## src/hw/dcache_pkg.sv

```systemverilog
`default_nettype none

package dcache_pkg;

  // Address split is tag | index | offset
  localparam int OFFSET_W   = 5;                   // Byte offset in a 32-byte line
  localparam int INDEX_W    = 3;                   // Set index
  localparam int TAG_W      = 32 - OFFSET_W - INDEX_W;
  localparam int NUM_SETS   = 1 << INDEX_W;
  localparam int LINE_WORDS = 8;                   // Words per line, one per burst beat
  localparam int WORD_SEL_W = $clog2(LINE_WORDS);  // Word offset inside a line

  typedef logic [31:0]          addr_t;
  typedef logic [31:0]          word_t;            // One bus beat
  typedef logic [3:0]           strb_t;
  typedef logic [TAG_W-1:0]     tag_t;
  typedef logic [INDEX_W-1:0]   set_idx_t;
  typedef logic [LINE_WORDS*32-1:0] line_t;        // Word 0 in the low bits
  typedef logic [31:0]          stamp_t;           // LRU timestamp

  // Per way and set state
  typedef struct packed {
    logic valid;
    logic dirty;
    tag_t tag;
  } meta_t;

endpackage

`default_nettype wire
```

## src/hw/lookup_if.sv

```systemverilog
`timescale 1ns/1ps
`default_nettype none

interface lookup_if #(
  parameter int NUM_WAYS = 6
);
  import dcache_pkg::*;

  localparam int WAY_W = $clog2(NUM_WAYS);

  // Lookup results, combinational on the held CPU address
  logic             hit;
  logic [WAY_W-1:0] hit_way;       // Lowest hitting way
  logic [WAY_W-1:0] victim_way;    // Oldest stamp
  logic             victim_dirty;
  tag_t             victim_tag;
  line_t            hit_line;
  line_t            victim_line;

  // Update requests from the FSM
  logic             touch;         // Stamp hit way
  logic             write_hit;     // Merge CPU word, set dirty
  logic             refill_beat;   // Shift one memory word into victim
  logic             refill_done;   // Last beat, line becomes valid and clean
  word_t            refill_data;
  stamp_t           stamp;         // Current LRU time

  modport ways (
    output hit, hit_way, victim_way, victim_dirty, victim_tag, hit_line, victim_line,
    input  touch, write_hit, refill_beat, refill_done, refill_data, stamp
  );

  modport ctrl (
    input  hit, victim_dirty, victim_tag, hit_line, victim_line,
    output touch, write_hit, refill_beat, refill_done, refill_data, stamp
  );

endinterface

`default_nettype wire

```

## src/hw/dcache_ctrl.sv

```systemverilog
`timescale 1ns/1ps
`default_nettype none

module dcache_ctrl #(
  parameter int NUM_WAYS = 6
) (
  input  logic              clk,
  input  logic              rst,
  input  logic              cpu_req_valid,
  input  logic              cpu_req_write,
  input  dcache_pkg::addr_t cpu_req_addr,
  output logic              cpu_req_ready,
  output logic              cpu_rsp_valid,
  output dcache_pkg::word_t cpu_rsp_data,
  input  logic              cpu_rsp_ready,
  output logic              mem_rd_req_valid,
  output dcache_pkg::addr_t mem_rd_req_addr,
  input  logic              mem_rd_req_ready,
  input  logic              mem_rd_rsp_valid,
  input  dcache_pkg::word_t mem_rd_rsp_data,
  input  logic              mem_rd_rsp_last,
  output logic              mem_rd_rsp_ready,
  output logic              mem_wr_req_valid,
  output dcache_pkg::addr_t mem_wr_req_addr,
  input  logic              mem_wr_req_ready,
  output logic              mem_wr_data_valid,
  output dcache_pkg::word_t mem_wr_data,
  output logic              mem_wr_data_last,
  input  logic              mem_wr_data_ready,
  lookup_if.ctrl            lk
);
  import dcache_pkg::*;

  typedef enum logic [2:0] {
    S_IDLE, S_WB_REQ, S_WB_DATA, S_RF_REQ, S_REFILL, S_RD_HIT, S_WR_HIT, S_RESP
  } state_t;

  state_t                        state_q, state_d;
  stamp_t                        stamp_q;   // LRU time
  logic [$clog2(LINE_WORDS)-1:0] beat_q;    // Write-back beat
  line_t                         wb_q;      // Victim line being drained
  word_t                         rsp_q;
  logic [WORD_SEL_W-1:0]         wsel;
  set_idx_t                      idx;

  // Way-index widths below 1 bit or above 3 bits are not supported
  if (NUM_WAYS < 2 || NUM_WAYS > 8) begin : g_bad_ways
    $error("dcache_ctrl supports 2 to 8 ways");
  end

  assign wsel = cpu_req_addr[2 +: WORD_SEL_W];
  assign idx  = cpu_req_addr[OFFSET_W +: INDEX_W];

  always_comb begin
    state_d = state_q;
    case (state_q)
      S_IDLE: begin
        if (cpu_req_valid) begin
          if (lk.hit) state_d = cpu_req_write ? S_WR_HIT : S_RD_HIT;
          else        state_d = lk.victim_dirty ? S_WB_REQ : S_RF_REQ;
        end
      end
      S_WB_REQ:  if (mem_wr_req_ready) state_d = S_WB_DATA;
      S_WB_DATA: if (mem_wr_data_ready && mem_wr_data_last) state_d = S_RF_REQ;
      S_RF_REQ:  if (mem_rd_req_ready) state_d = S_REFILL;
      S_REFILL: begin
        if (mem_rd_rsp_valid && mem_rd_rsp_last) begin
          state_d = cpu_req_write ? S_WR_HIT : S_RD_HIT;  // Replay as a hit
        end
      end
      S_RD_HIT:  state_d = S_RESP;
      S_WR_HIT:  state_d = S_IDLE;
      S_RESP:    if (cpu_rsp_ready) state_d = S_IDLE;
      default:   state_d = S_IDLE;
    endcase
  end

  always_ff @(posedge clk) begin
    if (rst) state_q <= S_IDLE;
    else     state_q <= state_d;
  end

  // Starts at 1 so a touched way always beats a never-used one
  always_ff @(posedge clk) begin
    if (rst) begin
      stamp_q <= stamp_t'(1);
    end else if (lk.touch && (stamp_q != '1)) begin
      stamp_q <= stamp_q + 1'b1;  // Saturates
    end
  end

  always_ff @(posedge clk) begin
    if (rst) begin
      beat_q <= '0;
    end else if (state_q == S_WB_REQ && mem_wr_req_ready) begin
      beat_q <= '0;
    end else if (state_q == S_WB_DATA && mem_wr_data_ready) begin
      beat_q <= beat_q + 1'b1;    // Wraps after the eighth beat
    end
  end

  always_ff @(posedge clk) begin
    if (state_q == S_WB_REQ && mem_wr_req_ready) begin
      wb_q <= lk.victim_line;
    end else if (state_q == S_WB_DATA && mem_wr_data_ready) begin
      wb_q <= wb_q >> $bits(word_t);  // Next word to the bottom
    end
  end

  // CPU may change the address once ready is seen, so latch the word here
  always_ff @(posedge clk) begin
    if (state_q == S_RD_HIT) rsp_q <= lk.hit_line[wsel*$bits(word_t) +: $bits(word_t)];
  end

  assign cpu_req_ready = (state_q == S_RD_HIT) || (state_q == S_WR_HIT);  // One-cycle pulse
  assign cpu_rsp_valid = (state_q == S_RESP);
  assign cpu_rsp_data  = rsp_q;

  assign mem_wr_req_valid  = (state_q == S_WB_REQ);
  assign mem_wr_req_addr   = {lk.victim_tag, idx, OFFSET_W'(0)};  // Victim line base
  assign mem_wr_data_valid = (state_q == S_WB_DATA);
  assign mem_wr_data       = wb_q[$bits(word_t)-1:0];
  assign mem_wr_data_last  = (state_q == S_WB_DATA) && (beat_q == LINE_WORDS - 1);

  assign mem_rd_req_valid  = (state_q == S_RF_REQ);
  assign mem_rd_req_addr   = {cpu_req_addr[31:OFFSET_W], OFFSET_W'(0)};  // Line aligned
  assign mem_rd_rsp_ready  = (state_q == S_REFILL);

  assign lk.touch       = cpu_req_ready;  // Both hit states refresh LRU
  assign lk.write_hit   = (state_q == S_WR_HIT);
  assign lk.refill_beat = (state_q == S_REFILL) && mem_rd_rsp_valid;
  assign lk.refill_done = lk.refill_beat && mem_rd_rsp_last;
  assign lk.refill_data = mem_rd_rsp_data;
  assign lk.stamp       = stamp_q;

endmodule

`default_nettype wire

```

## src/flat_wrapper.sv

```systemverilog
// flat-port wrapper written by rule: the top's interface ports become plain ports
module dcache_ctrl_flat import dcache_pkg::*;
#(
  parameter int NUM_WAYS = 6
)
  (clk, rst, cpu_req_valid, cpu_req_write, cpu_req_addr, cpu_req_ready, cpu_rsp_valid, cpu_rsp_data, cpu_rsp_ready, mem_rd_req_valid, mem_rd_req_addr, mem_rd_req_ready, mem_rd_rsp_valid, mem_rd_rsp_data, mem_rd_rsp_last, mem_rd_rsp_ready, mem_wr_req_valid, mem_wr_req_addr, mem_wr_req_ready, mem_wr_data_valid, mem_wr_data, mem_wr_data_last, mem_wr_data_ready, lk_hit, lk_victim_dirty, lk_victim_tag, lk_hit_line, lk_victim_line, lk_touch, lk_write_hit, lk_refill_beat, lk_refill_done, lk_refill_data, lk_stamp);
  lookup_if #(.NUM_WAYS(NUM_WAYS)) lk_i ();
  input  logic clk;
  input  logic rst;
  input  logic cpu_req_valid;
  input  logic cpu_req_write;
  input  dcache_pkg::addr_t cpu_req_addr;
  output logic cpu_req_ready;
  output logic cpu_rsp_valid;
  output dcache_pkg::word_t cpu_rsp_data;
  input  logic cpu_rsp_ready;
  output logic mem_rd_req_valid;
  output dcache_pkg::addr_t mem_rd_req_addr;
  input  logic mem_rd_req_ready;
  input  logic mem_rd_rsp_valid;
  input  dcache_pkg::word_t mem_rd_rsp_data;
  input  logic mem_rd_rsp_last;
  output logic mem_rd_rsp_ready;
  output logic mem_wr_req_valid;
  output dcache_pkg::addr_t mem_wr_req_addr;
  input  logic mem_wr_req_ready;
  output logic mem_wr_data_valid;
  output dcache_pkg::word_t mem_wr_data;
  output logic mem_wr_data_last;
  input  logic mem_wr_data_ready;
  input wire logic [$bits(lk_i.hit)-1:0] lk_hit;
  input wire logic [$bits(lk_i.victim_dirty)-1:0] lk_victim_dirty;
  input wire logic [$bits(lk_i.victim_tag)-1:0] lk_victim_tag;
  input wire logic [$bits(lk_i.hit_line)-1:0] lk_hit_line;
  input wire logic [$bits(lk_i.victim_line)-1:0] lk_victim_line;
  output wire logic [$bits(lk_i.touch)-1:0] lk_touch;
  output wire logic [$bits(lk_i.write_hit)-1:0] lk_write_hit;
  output wire logic [$bits(lk_i.refill_beat)-1:0] lk_refill_beat;
  output wire logic [$bits(lk_i.refill_done)-1:0] lk_refill_done;
  output wire logic [$bits(lk_i.refill_data)-1:0] lk_refill_data;
  output wire logic [$bits(lk_i.stamp)-1:0] lk_stamp;
  assign lk_i.hit = lk_hit;
  assign lk_i.victim_dirty = lk_victim_dirty;
  assign lk_i.victim_tag = lk_victim_tag;
  assign lk_i.hit_line = lk_hit_line;
  assign lk_i.victim_line = lk_victim_line;
  assign lk_touch = lk_i.touch;
  assign lk_write_hit = lk_i.write_hit;
  assign lk_refill_beat = lk_i.refill_beat;
  assign lk_refill_done = lk_i.refill_done;
  assign lk_refill_data = lk_i.refill_data;
  assign lk_stamp = lk_i.stamp;
  dcache_ctrl #(.NUM_WAYS(NUM_WAYS)) u_core (.clk(clk), .rst(rst), .cpu_req_valid(cpu_req_valid), .cpu_req_write(cpu_req_write), .cpu_req_addr(cpu_req_addr), .cpu_req_ready(cpu_req_ready), .cpu_rsp_valid(cpu_rsp_valid), .cpu_rsp_data(cpu_rsp_data), .cpu_rsp_ready(cpu_rsp_ready), .mem_rd_req_valid(mem_rd_req_valid), .mem_rd_req_addr(mem_rd_req_addr), .mem_rd_req_ready(mem_rd_req_ready), .mem_rd_rsp_valid(mem_rd_rsp_valid), .mem_rd_rsp_data(mem_rd_rsp_data), .mem_rd_rsp_last(mem_rd_rsp_last), .mem_rd_rsp_ready(mem_rd_rsp_ready), .mem_wr_req_valid(mem_wr_req_valid), .mem_wr_req_addr(mem_wr_req_addr), .mem_wr_req_ready(mem_wr_req_ready), .mem_wr_data_valid(mem_wr_data_valid), .mem_wr_data(mem_wr_data), .mem_wr_data_last(mem_wr_data_last), .mem_wr_data_ready(mem_wr_data_ready), .lk(lk_i));
endmodule
```

## config.mk

```make
export PLATFORM = sky130hd
export DESIGN_NAME = dcache_ctrl_flat
export DESIGN_NICKNAME = d
export VERILOG_FILES = /design/src/hw/dcache_pkg.sv /design/src/hw/lookup_if.sv /design/src/hw/dcache_ctrl.sv /design/src/flat_wrapper.sv
export SDC_FILE = /design/constraint.sdc
export NUM_CORES = 1
export LEC_CHECK = 0
export BUFFER_PORTS_ARGS = -buffer_cell sky130_fd_sc_hd__buf_2
export CAP_MARGIN = 20
export CORE_AREA = 2 2 322 324
export CTS_CLUSTER_DIAMETER = 150
export CTS_CLUSTER_SIZE = 14
export DETAILED_ROUTE_END_ITERATION = 10
export DIE_AREA = 0 0 324 326
export HOLD_SLACK_MARGIN = 0.06
export SYNTH_ARGS = -nofsm -noshare
export SYNTH_HDL_FRONTEND = slang
export SYNTH_SLANG_ARGS = --single-unit
```

## constraint.sdc

```tcl
create_clock -name clk -period 15.9 [get_ports clk]
set_input_delay 3.18 -clock clk [delete_from_list [all_inputs] [get_ports clk]]
set_output_delay 3.18 -clock clk [all_outputs]
set_load 0.005 [all_outputs]
```

==> results of run 1 <==
==> through the flow <==
stage / power (mW) / cell area [um2] / worst slack [ns]
6_report: 2.66 / 21000 / 9.13
5_1_grt: 2.82 / 21000 / 9.13
4_1_cts: 2.72 / 21000 / 9.13
3_5_place_dp: 2.06 / 20200 / 8.95
3_3_place_gp: 2.05 / 20200 / 8.91
2_1_floorplan: 1.90 / 16500 / 5.28
==> area by class of cell <==
type / count / area (um2)
Clock buffer: 39 / 721
Fill cell: 11095 / 81600
Antenna cell: 9 / 22.5
Tap cell: 1380 / 1730
Timing Repair Buffer: 642 / 3250
Multi-Input combinational cell: 558 / 5820
Clock inverter: 2 / 20.0
Sequential cell: 326 / 9410
Inverter: 9 / 33.8
==> per-layer routing <==
metal / vias to the layer above / wire (um) / GRT usage, %
met1: 5298 / 21500 / 11.7
met5: - / 104 / 0.317
li1: 5013 / - / -
met2: 635 / 24500 / 15.3
met3: 84 / 6540 / 4.20
met4: 12 / 1860 / 3.62
==> sequential cells by signal (all words and copies together) (netlist names) <==
register	cells
u_core.cpu_rsp_data	32
u_core.beat_q	3
u_core.wb_q	256
u_core.state_q	3
u_core.lk.stamp	32
==> synth_stat cells (3+ instances only) <==
| cell type | number |
|---|---|
| a21oi_1 | 28 |
| o31ai_1 | 7 |
| o21ai_0 | 21 |
| dfxtp_1 | 38 |
| ha_1 | 3 |
| nor2_1 | 16 |
| buf_4 | 130 |
| nor3_1 | 6 |
| buf_2 | 34 |
| xor2_1 | 5 |
| nand3_1 | 10 |
| mux2_2 | 256 |
| and3_1 | 39 |
| or4_1 | 8 |
| inv_1 | 9 |
| nand2_1 | 19 |
| edfxtp_1 | 288 |
| clkbuf_1 | 23 |
| nand4_1 | 9 |
| or3_1 | 19 |
| mux2i_1 | 4 |
| nand2b_1 | 3 |
| mux4_2 | 64 |
| o21ai_1 | 4 |
==> cells by family (layout without fill, tap and decap cells) <==
group | count (synthesis) | after routing | share of synthesized area (%)
AO/OA/AOI/OAI | 73 | 73 | 2.77
buffers and inverters | 198 | 692 | 7.79
flip-flops | 326 | 326 | 57.2
other | 1 | 19 | 0.0228
adder cells (fa/ha/maj) | 3 | 3 | 0.228
XOR/XNOR | 6 | 6 | 0.319
AND/OR/NAND/NOR | 142 | 142 | 5.15
multiplexers | 324 | 324 | 26.5
==> final timing paths <==
check                                         from                          endpoint  slack (ns)  cells past startpoint
setup / recovery                  mem_rd_rsp_valid                    lk_refill_beat        9.13                      3
hold / removal    u_core.lk.stamp[31]$_SDFFE_PP0P_  u_core.lk.stamp[31]$_SDFFE_PP0P_        0.50                      2
setup reg to reg    u_core.state_q[1]$_SDFFE_PP0P_        u_core.wb_q[194]$_DFFE_PP_       11.20                      7
hold reg to reg   u_core.lk.stamp[31]$_SDFFE_PP0P_  u_core.lk.stamp[31]$_SDFFE_PP0P_        0.50                      2
==> power groups by stage <==
stage | Sequential (mW) | Combinational (mW) | Clock [mW]
after floorplan | 1.39 | 0.511 | 0
after global placement | 1.36 | 0.693 | 0
after detailed placement | 1.36 | 0.699 | 0
after CTS | 1.34 | 0.703 | 0.677
after global routing | 1.36 | 0.754 | 0.704
final | 1.34 | 0.685 | 0.640
==> worst max-delay path: stages <==
cell	delay, ns
buf_2	0.12
and3_1	0.16
buf_2	0.12
==> impl_metrics.csv, run 1 <==
group,metric,value,unit
outcome,status,"completed",
routing,antenna_violating_nets_left,0,
clock_network,post_cts_hold_buffer_count,0,
critical_path,cp.required,12.72,ns
global_route,first_global_vias,11262,
timing,setup_viol_count_final,0,
flow_run,cap_violations,0,
clock_network,cts_buffer_depth,3,
global_route,antenna_found_initial,22,
die,row_count,118,
clock_network,clock_insertion_delay_worst_skew,0.59,ns
clock_network,postCtsSetupRepairBufs,0,
timing,timing_hold_violations_final,0,
timing,clock-skew-final,0.0176,ns
timing,fin_hold_ws,0.502,ns
synth,synth_cell_type_count,48,
synth,postSynthRegisterBits,326,
cells_and_area,layout-drive-gt1-share,63.6,%
timing,final.setup.tns,0,ns
synth,syn_area_per_cell,15.3,um2
power_and_ir_drop,worst_ir_drop_vdd,0.0880,mV
synth,synth_area_leader_cell,"edfxtp_1",
routing,routed-via-count,11042,
clock_network,cts_sinks,326,
power_and_ir_drop,power_switching,0.751,mW
die,initial_utilization,16.0,%
critical_path,worstSetupStartpointType,"input port",
clock_network,tritoncts,"built",
timing,achievable-frequency,148,MHz
clock_network,cts_buffers,27,
global_route,track_usage,9.76,%
timing,rsz0062_at_grt,"no",
critical_path,criticalPathCategory,"input port to primary output",
placement,hpwl,42400,um
timing,worst-slew-pin-transition,1.09,ns
synth,synth-seq-area-share,57.2,%
routing,detail_route.first_pass.iterations,4,
global_route,grt-ovfl-total,0,
critical_path,setup.worst_path.end_class,"primary output",
placement,numPlacedInstances,2915,
timing,final.min_clock_period,6.77,ns
cells_and_area,finalNonFillerCells,2965,
routing,first_iter_violations,648,
die,i_o_pin_count,815,
synth,synthTopCellsByArea,"edfxtp_1, mux2_2, mux4_2",
global_route,wire_length_of_the_first_global_routing_pass,75200,um
placement,final_weighted_congestion_in_routability_driven_placement,0.892,
placement,number_of_buffers_added_on_ports,633,
synth,async_reset_ff_share,0,%
routing,drt-total-wl,54500,um
timing,period_share,42.6,%
die,coreArea,103000,um2
power_and_ir_drop,powerDensity,127,nW/um2
cells_and_area,final_common_cell,"buf_2",
worst_hold_path,hp-class,"flip-flop to flip-flop",
routing,detail_route.vias_per_cell,3.72,
die,design.die.area,106000,um2
synth,netlist_area,16500,um2
power_and_ir_drop,internal_power,1.91,mW
clock_network,clk_pin_slew,0.07,ns
cells_and_area,syn_to_final_growth,27.7,%
synth,synth_top_flop_cell,"edfxtp_1",
synth,post-synth-top-area-fraction,52.6,%
critical_path,worstPathMaxFanout,3,
cells_and_area,utilization,20.5,%
timing,finalMaxSlewViolations,0,
cells_and_area,most-common-layout-cells,"buf_2, edfxtp_1, mux2_2",
clock_network,clk_root_buffer_cell,"clkbuf_16",
global_route,largest_net_degree_at_the_start_of_global_routing,152,
clock_network,clock_tree.htree_level_count,1,
routing,drt_drc_violations_left,0,
cells_and_area,finalNetCount,2179,
routing,route.detailed.wl_per_inst,18.4,um
power_and_ir_drop,clockPowerShare,24.0,%
critical_path,critical_path_arrival,3.59,ns
power_and_ir_drop,switching_share_of_power,28.2,%
power_and_ir_drop,leakage,7.84,nW
clock_network,cts_resized,0,
synth,synthCells,1073,
die,chipHeight,326,um
power_and_ir_drop,power.sequential.fraction,50.3,%
synth,synth_enable_flop_cells,288,
timing,timing.max_slew.rel_slack,27.7,%
synth,yosys_warnings,0,
power_and_ir_drop,combPwrFrac,25.7,%
die,floorplan.die.width,324,um
No activity file was read; power rests on OpenSTA's default activity.
==> run 2: changes to the inputs <==
ABC_AREA = 1   (was default)
CORE_AREA = 2 2 318 320   (was 2 2 322 324)
DIE_AREA = 0 0 320 322   (was 0 0 324 326)
clock period = 7.06 ns   (was 15.9 ns; I/O delays follow)
==> run 2 against run 1 <==
  * Via count grew 39%
  * Worst hold slack lost 0.035 ns
  * Largest power group unchanged
  * Sequential share of layout area down 1.4 points
  * Routed wire length increased by 21%
  * Largest cell class unchanged
  * Area after synthesis increased by 5.5%
==> impl_metrics.csv, run 2 <==
group,metric,value,unit
outcome,status,"completed",
clock_network,clock_tree.htree_level_count,1,
timing,worst-slew-pin-transition,1.13,ns
critical_path,setup.worst_path.end_class,"flip-flop",
power_and_ir_drop,leakage,9.61,nW
clock_network,cts_buffer_depth,3,
synth,synth_enable_flop_cells,288,
routing,drt-total-wl,65900,um
synth,synth_area_leader_cell,"edfxtp_1",
synth,synth-seq-area-share,54.2,%
die,row_count,116,
timing,achievable-frequency,255,MHz
placement,preCtsSetupSlack,2.35,ns
power_and_ir_drop,powerDensity,262,nW/um2
synth,yosys_warnings,0,
synth,synth_top_flop_cell,"edfxtp_1",
cells_and_area,finalNonFillerCells,3876,
global_route,wire_length_of_the_first_global_routing_pass,91700,um
timing,setup_viol_count_final,0,
clock_network,cts_sinks,326,
timing,final.setup.tns,0,ns
global_route,grt-ovfl-total,0,
placement,numPlacedInstances,3818,
timing,timing_hold_violations_final,0,
placement,hpwl,50000,um
placement,number_of_buffers_added_on_ports,633,
synth,synthTopCellsByArea,"edfxtp_1, nand2_1, nor2_1",
timing,period_share,55.6,%
routing,routed-via-count,15324,
cells_and_area,final_common_cell,"nand2_1",
die,design.die.area,103000,um2
die,coreArea,99600,um2
clock_network,clk_pin_slew,0.08,ns
die,initial_utilization,17.4,%
routing,antenna_violating_nets_left,0,
routing,drt_drc_violations_left,0,
clock_network,tritoncts,"built",
power_and_ir_drop,worst_ir_drop_vdd,0.172,mV
worst_hold_path,hp-class,"flip-flop to flip-flop",
critical_path,criticalPathCategory,"input port to flip-flop",
timing,worst_slack,3.13,ns
clock_network,post_cts_hold_buffer_count,0,
global_route,largest_net_degree_at_the_start_of_global_routing,181,
timing,timing.max_slew.rel_slack,24.9,%
synth,async_reset_ff_share,0,%
clock_network,postCtsSetupRepairBufs,0,
die,chipHeight,322,um
global_route,antenna_found_initial,40,
die,i_o_pin_count,815,
critical_path,worstSetupStartpointType,"input port",
placement,final_weighted_congestion_in_routability_driven_placement,0.908,
routing,detail_route.first_pass.iterations,8,
die,floorplan.die.width,320,um
routing,route.detailed.wl_per_inst,17.0,um
cells_and_area,most-common-layout-cells,"nand2_1, buf_2, nor2_1",
synth,synthTopCellsByCount,"nand2_1, nor2_1, edfxtp_1",
synth,synthCells,2105,
synth,netlist_area,17400,um2
global_route,track_usage,11.9,%
cells_and_area,syn_to_final_growth,24.8,%
timing,rsz0062_at_grt,"no",
clock_network,cts_buffers,27,
cells_and_area,most_flops_register,"u_core.wb_q",
clock_network,clk_root_buffer_cell,"clkbuf_16",
flow_run,cap_violations,0,
cells_and_area,flip_flop_count_of_the_largest_register_after_layout,256,
timing,clock-skew-final,0.0351,ns
timing,finalMaxSlewViolations,0,
critical_path,worstPathMaxFanout,167,
routing,first_iter_violations,1041,
timing,final.min_clock_period,3.93,ns
synth,post-synth-top-area-fraction,49.8,%
clock_network,clock_insertion_delay_worst_skew,0.61,ns
global_route,first_global_vias,14117,
synth,postSynthRegisterBits,326,
critical_path,cp.required,7.29,ns
clock_network,cts_resized,0,
synth,synth_cell_type_count,31,
routing,detail_route.vias_per_cell,3.95,
synth,syn_area_per_cell,8.25,um2
cells_and_area,layout-drive-gt1-share,27.3,%
cells_and_area,finalNetCount,3164,
critical_path,critical_path_arrival,4.16,ns
synth,yosys.cell_count.top_type,"nand2_1",
-- run 2: cell count changes after synthesis, moves of 11 or more --
cell,previous run,this run
clkbuf_1,23,67
buf_1,1,12
nand3_1,10,23
o32ai_1,1,64
nor2_1,16,293
o21ai_0,21,73
mux2_2,256,0
inv_1,9,76
or3_1,19,0
mux4_2,64,0
nand2_1,19,936
and3_1,39,0
-- run 2: final cells by class --
cell class                 count  area (um2)
fill                       11053       77900
sequential                   326        9410
multi-input combinational   1471        6250
timing repair buffer         644        3270
tap                         1298        1620
clock buffer                  39         731
inverter                      79         307
antenna                       15        37.5
clock inverter                 4        35.0
-- run 2: final timing paths --
path | slack (ns) | from | to | cells past startpoint
setup reg to reg | 3.31 | u_core.state_q[0]$_SDFFE_PP0P_ | u_core.wb_q[207]$_DFFE_PP_ | 8
setup / recovery | 3.13 | mem_wr_req_ready | u_core.wb_q[207]$_DFFE_PP_ | 7
hold reg to reg | 0.47 | u_core.beat_q[1]$_SDFFE_PP0P_ | u_core.beat_q[1]$_SDFFE_PP0P_ | 2
hold / removal | 0.47 | u_core.beat_q[1]$_SDFFE_PP0P_ | u_core.beat_q[1]$_SDFFE_PP0P_ | 2
-- run 2: cells by family (layout without fill, tap and decap cells) --
kind of cell               count (synthesis)  count (layout)  synth area share, %
and+or+nand+nor                         1274            1274                 28.3
DFF                                      326             326                 54.2
buffers and inverters                    317             766                 10.0
AOI/OAI and AO/OA                        169             169                 6.48
xor gates and xnor gates                  15              15                0.757
adders and majority gates                  3               3                0.216
other                                      1              25               0.0216
-- run 2: worst max-delay path: stages --
cell     delay [ns]
buf_2          0.09
inv_1          0.05
nor2_4         0.09
buf_4          0.48
inv_8          0.42
nand2_8        0.65
buf_4          0.71
-- run 2: power breakdown --
part	internal, mW	switching [mW]
registers	2.74	0.155
logic	0.420	0.892
clock network	0.717	0.755
-- run 2: metrics by stage --
stage	total power, mW	hold WS, ns	utilization, %	area, um2
2_1_floorplan	3.86	0.443	-	17400
3_3_place_gp	4.26	0.452	21.0	20900
5_1_grt	6.04	0.508	21.7	21600
6_report	5.68	0.467	21.8	21700
3_5_place_dp	4.28	0.460	21.0	20900
4_1_cts	5.80	0.473	21.7	21600
-- run 2: layer usage --
layer,track usage (%),vias to the layer above,routed length (um)
li1,-,7566,-
met1,14.5,6971,27500
met2,18.2,632,28800
met3,5.87,121,7250
met4,3.93,34,1980
met5,1.56,-,414
